### config.mk
export PLATFORM = sky130hd
export DESIGN_NAME = divu_farm
export DESIGN_NICKNAME = d
export VERILOG_FILES = /design/src/hdl/divu_pkg.sv /design/src/hdl/divu_dispatch.sv /design/src/hdl/divu_lane.sv /design/src/hdl/divu_collect.sv /design/src/hdl/divu_farm.sv
export SDC_FILE = /design/constraint.sdc
export NUM_CORES = 1
export LEC_CHECK = 0
export BUFFER_PORTS_ARGS = -buffer_cell sky130_fd_sc_hd__buf_4
export CORE_ASPECT_RATIO = 0.75
export CORE_UTILIZATION = 55
export CTS_CLUSTER_SIZE = 12
export DETAILED_ROUTE_END_ITERATION = 8
export HOLD_SLACK_MARGIN = 0.06
export PLACE_DENSITY_LB_ADDON = 0.2
export SLEW_MARGIN = 20
export SYNTH_ARGS = -nofsm -noshare
export SYNTH_HDL_FRONTEND = slang
export SYNTH_SLANG_ARGS = --single-unit
### constraint.sdc
create_clock -name clk -period 7.85 [get_ports clk]
set_clock_uncertainty 0.2 [all_clocks]
set_input_delay 1.57 -clock clk [delete_from_list [all_inputs] [get_ports clk]]
set_output_delay 1.57 -clock clk [all_outputs]
set_load 0.02 [all_outputs]
### src/hdl/divu_pkg.sv
`default_nettype none

package divu_pkg;

  // Request tag carried through a lane to the output
  localparam int ID_W = 4;

  typedef logic [ID_W-1:0] id_t;

  // Lane FSM
  typedef enum logic [1:0] {
    LANE_IDLE,
    LANE_RUN,
    LANE_HOLD
  } lane_state_e;

endpackage

`default_nettype wire

### src/hdl/divu_dispatch.sv
`timescale 1ns/1ps
`default_nettype none

module divu_dispatch #(
  parameter int WIDTH = 32,
  parameter int LANES = 4
) (
  input  wire logic             clk,
  input  wire logic             rst_n,
  input  wire logic             en,
  input  wire logic [WIDTH-1:0] dividend,
  input  wire logic [WIDTH-1:0] divisor,
  input  wire divu_pkg::id_t    id,
  input  wire logic [LANES-1:0] occupied,
  output logic                  busy,
  output logic [LANES-1:0]      start,
  output logic [WIDTH-1:0]      op_dividend,
  output logic [WIDTH-1:0]      op_divisor,
  output divu_pkg::id_t         op_id
);

  localparam int PTR_W = (LANES > 1) ? $clog2(LANES) : 1;

  logic [LANES-1:0] free;
  logic [PTR_W-1:0] last;
  logic [PTR_W-1:0] pick;
  logic             accept;

  // A lane with its start still in flight is not free yet
  assign free   = ~occupied & ~start;
  assign busy   = ~|free;
  assign accept = en & ~busy;

  // Round-robin search from the lane after the last grant
  always_comb begin
    logic found;
    int   idx;
    found = 1'b0;
    idx   = 0;
    pick  = last;
    for (int i = 1; i <= LANES; i++) begin
      idx = int'(last) + i;
      if (idx >= LANES) begin
        idx = idx - LANES;
      end
      if (!found && free[idx]) begin
        found = 1'b1;
        pick  = PTR_W'(idx);
      end
    end
  end

  always_ff @(posedge clk) begin
    if (!rst_n) begin
      start <= '0;
      // First grant after reset goes to lane 0
      last  <= PTR_W'(LANES - 1);
    end else begin
      start <= '0;
      if (accept) begin
        start[pick] <= 1'b1;
        last        <= pick;
      end
    end
  end

  // Operands shared by all lanes, valid alongside start
  always_ff @(posedge clk) begin
    if (accept) begin
      op_dividend <= dividend;
      op_divisor  <= divisor;
      op_id       <= id;
    end
  end

endmodule

`default_nettype wire

### src/hdl/divu_lane.sv
`timescale 1ns/1ps
`default_nettype none

module divu_lane #(
  parameter int WIDTH = 32
) (
  input  wire logic             clk,
  input  wire logic             rst_n,
  input  wire logic             start,
  input  wire logic [WIDTH-1:0] dividend,
  input  wire logic [WIDTH-1:0] divisor,
  input  wire divu_pkg::id_t    id,
  input  wire logic             drain,
  output logic                  occupied,
  output logic                  done,
  output logic                  dz,
  output logic [WIDTH-1:0]      quotient,
  output logic [WIDTH-1:0]      remainder,
  output divu_pkg::id_t         lane_id
);

  localparam int CNT_W = $clog2(WIDTH + 1);
  localparam logic [CNT_W-1:0] LAST_CNT = CNT_W'(WIDTH);

  divu_pkg::lane_state_e state;

  logic [CNT_W-1:0] cnt;
  logic [WIDTH-1:0] div_r;
  logic [WIDTH:0]   shifted;
  logic [WIDTH:0]   diff;
  logic             fits;
  logic             load;
  logic             step;
  logic             zero_div;

  assign occupied = (state != divu_pkg::LANE_IDLE);
  assign done     = (state == divu_pkg::LANE_HOLD);

  assign zero_div = (divisor == '0);
  assign load     = (state == divu_pkg::LANE_IDLE) && start;
  assign step     = (state == divu_pkg::LANE_RUN) && (cnt != LAST_CNT);

  // Next dividend bit moves from the quotient register into the remainder
  assign shifted = {remainder, quotient[WIDTH-1]};
  assign diff    = shifted - {1'b0, div_r};
  assign fits    = ~diff[WIDTH];

  always_ff @(posedge clk) begin
    if (!rst_n) begin
      state <= divu_pkg::LANE_IDLE;
      cnt   <= '0;
    end else begin
      case (state)
        divu_pkg::LANE_IDLE: begin
          if (start) begin
            // Zero divisor only spends the closing cycle in the run
            cnt   <= zero_div ? LAST_CNT : '0;
            state <= divu_pkg::LANE_RUN;
          end
        end
        divu_pkg::LANE_RUN: begin
          // Closing cycle of the run, result already in place
          if (cnt == LAST_CNT) begin
            state <= divu_pkg::LANE_HOLD;
          end else begin
            cnt <= cnt + 1'b1;
          end
        end
        divu_pkg::LANE_HOLD: begin
          if (drain) begin
            state <= divu_pkg::LANE_IDLE;
          end
        end
        default: begin
          state <= divu_pkg::LANE_IDLE;
        end
      endcase
    end
  end

  always_ff @(posedge clk) begin
    if (load) begin
      lane_id <= id;
      div_r   <= divisor;
      dz      <= zero_div;
      if (zero_div) begin
        // Fixed divide-by-zero result
        quotient  <= '1;
        remainder <= dividend;
      end else begin
        quotient  <= dividend;
        remainder <= '0;
      end
    end else if (step) begin
      // Restore by keeping the shifted value when the divisor does not fit
      if (fits) begin
        remainder <= diff[WIDTH-1:0];
      end else begin
        remainder <= shifted[WIDTH-1:0];
      end
      quotient <= {quotient[WIDTH-2:0], fits};
    end
  end

endmodule

`default_nettype wire

### src/hdl/divu_collect.sv
`timescale 1ns/1ps
`default_nettype none

module divu_collect #(
  parameter int WIDTH = 32,
  parameter int LANES = 4
) (
  input  wire logic                            clk,
  input  wire logic                            rst_n,
  input  wire logic [LANES-1:0]                done,
  input  wire logic [LANES-1:0]                dz,
  input  wire logic [LANES*WIDTH-1:0]          quotient_in,
  input  wire logic [LANES*WIDTH-1:0]          remainder_in,
  input  wire logic [LANES*divu_pkg::ID_W-1:0] id_in,
  output logic [LANES-1:0]                     drain,
  output logic                                 out_valid,
  output logic                                 out_div_zero,
  output divu_pkg::id_t                        out_id,
  output logic [WIDTH-1:0]                     quotient,
  output logic [WIDTH-1:0]                     remainder
);

  localparam int PTR_W = (LANES > 1) ? $clog2(LANES) : 1;

  logic [LANES-1:0] ready;
  logic [PTR_W-1:0] last;
  logic [PTR_W-1:0] pick;
  logic             pick_valid;

  // A lane being drained still shows done for one more cycle
  assign ready = done & ~drain;

  always_comb begin
    int idx;
    idx        = 0;
    pick       = last;
    pick_valid = 1'b0;
    for (int i = 1; i <= LANES; i++) begin
      idx = int'(last) + i;
      if (idx >= LANES) begin
        idx = idx - LANES;
      end
      if (!pick_valid && ready[idx]) begin
        pick_valid = 1'b1;
        pick       = PTR_W'(idx);
      end
    end
  end

  always_ff @(posedge clk) begin
    if (!rst_n) begin
      drain        <= '0;
      out_valid    <= 1'b0;
      out_div_zero <= 1'b0;
      last         <= PTR_W'(LANES - 1);
    end else begin
      drain        <= '0;
      out_valid    <= 1'b0;
      out_div_zero <= 1'b0;
      if (pick_valid) begin
        drain[pick]  <= 1'b1;
        out_valid    <= ~dz[pick];
        out_div_zero <= dz[pick];
        last         <= pick;
      end
    end
  end

  always_ff @(posedge clk) begin
    if (pick_valid) begin
      out_id    <= id_in[pick*divu_pkg::ID_W +: divu_pkg::ID_W];
      quotient  <= quotient_in[pick*WIDTH +: WIDTH];
      remainder <= remainder_in[pick*WIDTH +: WIDTH];
    end
  end

endmodule

`default_nettype wire

### src/hdl/divu_farm.sv
`timescale 1ns/1ps
`default_nettype none

module divu_farm #(
  parameter int WIDTH = 32,
  parameter int LANES = 4
) (
  input  wire logic             clk,
  input  wire logic             rst_n,
  input  wire logic             en,
  input  wire logic [WIDTH-1:0] dividend,
  input  wire logic [WIDTH-1:0] divisor,
  input  wire divu_pkg::id_t    id,
  output logic                  busy,
  output logic                  out_valid,
  output logic                  out_div_zero,
  output divu_pkg::id_t         out_id,
  output logic [WIDTH-1:0]      quotient,
  output logic [WIDTH-1:0]      remainder
);

  wire logic [LANES-1:0] start;
  wire logic [LANES-1:0] occupied;
  wire logic [LANES-1:0] done;
  wire logic [LANES-1:0] dz;
  wire logic [LANES-1:0] drain;

  wire logic [WIDTH-1:0] op_dividend;
  wire logic [WIDTH-1:0] op_divisor;
  wire divu_pkg::id_t    op_id;

  // Lane results, flattened lane by lane
  wire logic [LANES*WIDTH-1:0]          lane_quotient;
  wire logic [LANES*WIDTH-1:0]          lane_remainder;
  wire logic [LANES*divu_pkg::ID_W-1:0] lane_id;

  divu_dispatch #(
    .WIDTH(WIDTH),
    .LANES(LANES)
  ) u_dispatch (
    .clk        (clk),
    .rst_n      (rst_n),
    .en         (en),
    .dividend   (dividend),
    .divisor    (divisor),
    .id         (id),
    .occupied   (occupied),
    .busy       (busy),
    .start      (start),
    .op_dividend(op_dividend),
    .op_divisor (op_divisor),
    .op_id      (op_id)
  );

  for (genvar g = 0; g < LANES; g++) begin : g_lane
    divu_lane #(
      .WIDTH(WIDTH)
    ) u_lane (
      .clk      (clk),
      .rst_n    (rst_n),
      .start    (start[g]),
      .dividend (op_dividend),
      .divisor  (op_divisor),
      .id       (op_id),
      .drain    (drain[g]),
      .occupied (occupied[g]),
      .done     (done[g]),
      .dz       (dz[g]),
      .quotient (lane_quotient[g*WIDTH +: WIDTH]),
      .remainder(lane_remainder[g*WIDTH +: WIDTH]),
      .lane_id  (lane_id[g*divu_pkg::ID_W +: divu_pkg::ID_W])
    );
  end

  divu_collect #(
    .WIDTH(WIDTH),
    .LANES(LANES)
  ) u_collect (
    .clk         (clk),
    .rst_n       (rst_n),
    .done        (done),
    .dz          (dz),
    .quotient_in (lane_quotient),
    .remainder_in(lane_remainder),
    .id_in       (lane_id),
    .drain       (drain),
    .out_valid   (out_valid),
    .out_div_zero(out_div_zero),
    .out_id      (out_id),
    .quotient    (quotient),
    .remainder   (remainder)
  );

endmodule

`default_nettype wire

==> out/metrics.cfg <==
[sta]
drv_slew = 0
slew_headroom_pct = 26.0
setup_tns_ns = 0
fin_crit_ns = 4.87
tightest_slew_ns = 1.11
setup_violations = 0
min_period_over_period_pct = 62.0
hold_viol_final = 0
rsz0062_at_grt = false
max_freq_mhz = 205

[setup_path]
worstPathCellList = inv_1, ha_1, fa_1, and2b_1, o21a_1, o21ai_2, a2111oi_2, o2111ai_1, a311oi_2, o211ai_1, o2111ai_4, buf_4, nor2_1, a211oi_1, a21oi_1
worstPathRequired_ns = 8.00
startpoint = g_lane[3].u_lane.quotient[31]
cp-start-kind = flop
worstSetupEndpointType = flop
cp_max_fo = 48
path_class = reg2reg
cpPeakStageDelay_ns = 0.67
arrival_ns = 5.02
r2r-start = g_lane[3].u_lane.quotient[31]
crit_slowest_cell = a2111oi_2

[route]
wire_per_inst_um = 22.3
routed-via-count = 25100
finalWirelength_um = 90300
ant_nets = 0
drt_pass1_iterations = 6
drtIter0Drc = 3153
drc = 0
vias_per_cell = 6.19

[logic_synthesis]
ys_seq_area_share_pct = 53.8
synth-edff-count = 540
async_reset_ff_share_pct = 0
synth_area_mm2 = 0.0318
yosys_warnings = 0
syn_inst = 3167
syn_nets = 3378
avgSynthCellArea_um2 = 10.1
synthDistinctLibCells = 95
synth_seq_cells = 586
synth_flop_cell = edfxtp_1

[power]
peakVddDrop_uv = 170
p_per_area_mw_per_mm2 = 244
leakage_uw = 0.0141

[layout]
synthToLayoutAreaGrowth_pct = 10.8
antenna_cells = 0
nets = 3453
drive_gt1_share_pct = 9.02
n_fill_cell = 4587
final_util_pct = 62.3

[clocking]
clock_sinks = 586
numCtsBuffers = 59
cts_resized = 0
cts_max_path_buffers = 3
cts_root_buffer = clkbuf_16
cts_setup_buffers = 0
clock_latency_ns = 0.63
ctsHoldBuffers = 0
clk_pin_slew_ns = 0.06
cts_tree = done
h-tree-depth = 2

[floorplanning]
core_area_mm2 = 0.0566
start_util_pct = 56.3
die_w_um = 280
io_pins = 142
die-area_mm2 = 0.0589
dieHeight_um = 210
rows = 75

[placement]
dp_hpwl_um = 61200
port_buffers = 141
place_congestion = 0.920

[grt]
grt_pass1_vias = 23500
grt_max_degree = 90
grt_usage_pct = 30.4
overflow = 0
grt_antenna_before_repair = 1
grt_pass1_wl_um = 137000

[worst_hold_path]
hold_start = u_dispatch.op_id[1]
hp-class = reg2reg

[run]
cap_violations = 0

[outcome]
status = complete, no violations

==> metrics by stage <==
stage	setup WS, ns	area, um^2	power (uW)	hold WS, ns	std cells
2_1_floorplan	4.13	31800	5440	0.259	3167
6_report	2.98	35300	8620	0.294	4052
5_1_grt	2.75	35300	8960	0.313	4052
3_5_place_dp	2.91	33500	5960	0.285	3950
3_3_place_gp	3.10	33500	5890	0.270	3950
4_1_cts	2.89	35200	8600	0.298	4051
==> state kept, by name, summed over array words and instances (netlist names), 8 cells and up <==
signal and count:
u_dispatch.op_dividend 32, g_lane.u_lane.state 8, u_dispatch.op_divisor 32, g_lane.u_lane.div_r 128, u_collect.quotient 32, g_lane.u_lane.cnt 24
u_collect.remainder 32, g_lane.u_lane.lane_id 16, g_lane.u_lane.remainder 128, g_lane.u_lane.quotient 128
==> worst max-delay path, delay by kind of cell (launching register included) <==
family	cells	cell delay, ns
AOI/OAI and AO/OA	9	2.42
adders and majority gates	2	0.59
and+or+nand+nor	2	0.35
DFF	1	0.38
buffers and inverters	2	0.59
==> power breakdown <==
group,internal (uW),switching [uW],total (uW)
clock network,1480,1200,2670
registers,3800,189,3990
logic,736,1220,1960
total,6010,2610,8620
==> layer usage <==
layer	share of wire, %	global-route usage, %
met5	0.021	0
met3	9.7	4.89
met4	3.2	9.93
met2	44	46.5
met1	43	44.4
==> area by class of cell <==
type	instances	area [um^2]	share of cell area [%]
flip-flops and latches	586	17100	48.6
repair buffers	168	1280	3.64
clock inverters	18	176	0.500
clock buffers	83	1570	4.44
multi-input cells	2243	13500	38.1
inverters	184	697	1.98
well taps	770	963	2.73
==> final timing paths <==
path | to | slack (ns) | depth (start not counted)
setup / recovery | g_lane[3].u_lane.remainder[6] | 2.98 | 15
hold reg to reg | g_lane[0].u_lane.lane_id[1] | 0.29 | 0
hold / removal | g_lane[0].u_lane.lane_id[1] | 0.29 | 0
setup reg to reg | g_lane[3].u_lane.remainder[6] | 2.98 | 15
==> logic make-up after synthesis <==
group,after synthesis,synth area share [%]
simple gates,1120,15.7
compound gates,813,15.6
flops,586,53.8
buf+inv,338,4.30
fa+ha+maj,140,5.60
xor+xnor,116,3.25
mux,54,1.71
==> cell usage after synthesis, types with 6 or more instances <==
master,number,area [um^2]
a211o_1,7,61.3
a211oi_1,15,113
a21o_1,68,510
a21oi_1,205,1030
a31o_2,6,52.6
a31oi_1,79,494
and2_1,25,156
and3_1,75,469
buf_2,8,40.0
buf_6,10,113
clkbuf_1,129,484
dfxtp_1,46,921
edfxtp_1,540,16200
ha_1,136,1700
inv_1,182,683
mux2i_1,53,531
nand2_1,563,2110
nand2b_1,37,231
nand3_1,92,460
nand4_1,18,113
nor2_1,195,732
nor2b_1,27,169
nor3_1,35,175
nor3b_1,9,67.6
nor4_1,12,75.1
o2111ai_1,6,52.6
o211ai_1,12,90.1
o21a_1,21,158
o21ai_0,265,1330
o21ai_1,38,190
o21bai_1,12,90.1
or2_2,6,37.5
or3_1,7,43.8
xnor2_1,61,534
xor2_1,54,473
==> layout by cell type (no fill, tap or decap), types with 21 or more instances in the layout <==
cell type  netlist  final
nand2_1        563    554
edfxtp_1       540    540
o21ai_0        265    265
a21oi_1        205    203
nor2_1         195    194
inv_1          182    178
buf_4            1    166
ha_1           136    136
nand3_1         92     92
a31oi_1         79     79
and3_1          75     75
a21o_1          68     67
xnor2_1         61     61
clkbuf_16        0     59
xor2_1          54     54
mux2i_1         53     53
dfxtp_1         46     46
o21ai_1         38     38
nand2b_1        37     37
nor3_1          35     35
nor2b_1         27     27
and2_1          25     25
clkbuf_1       129     24
o21a_1          21     21
Note: power is estimated with default switching activity, not from simulation.
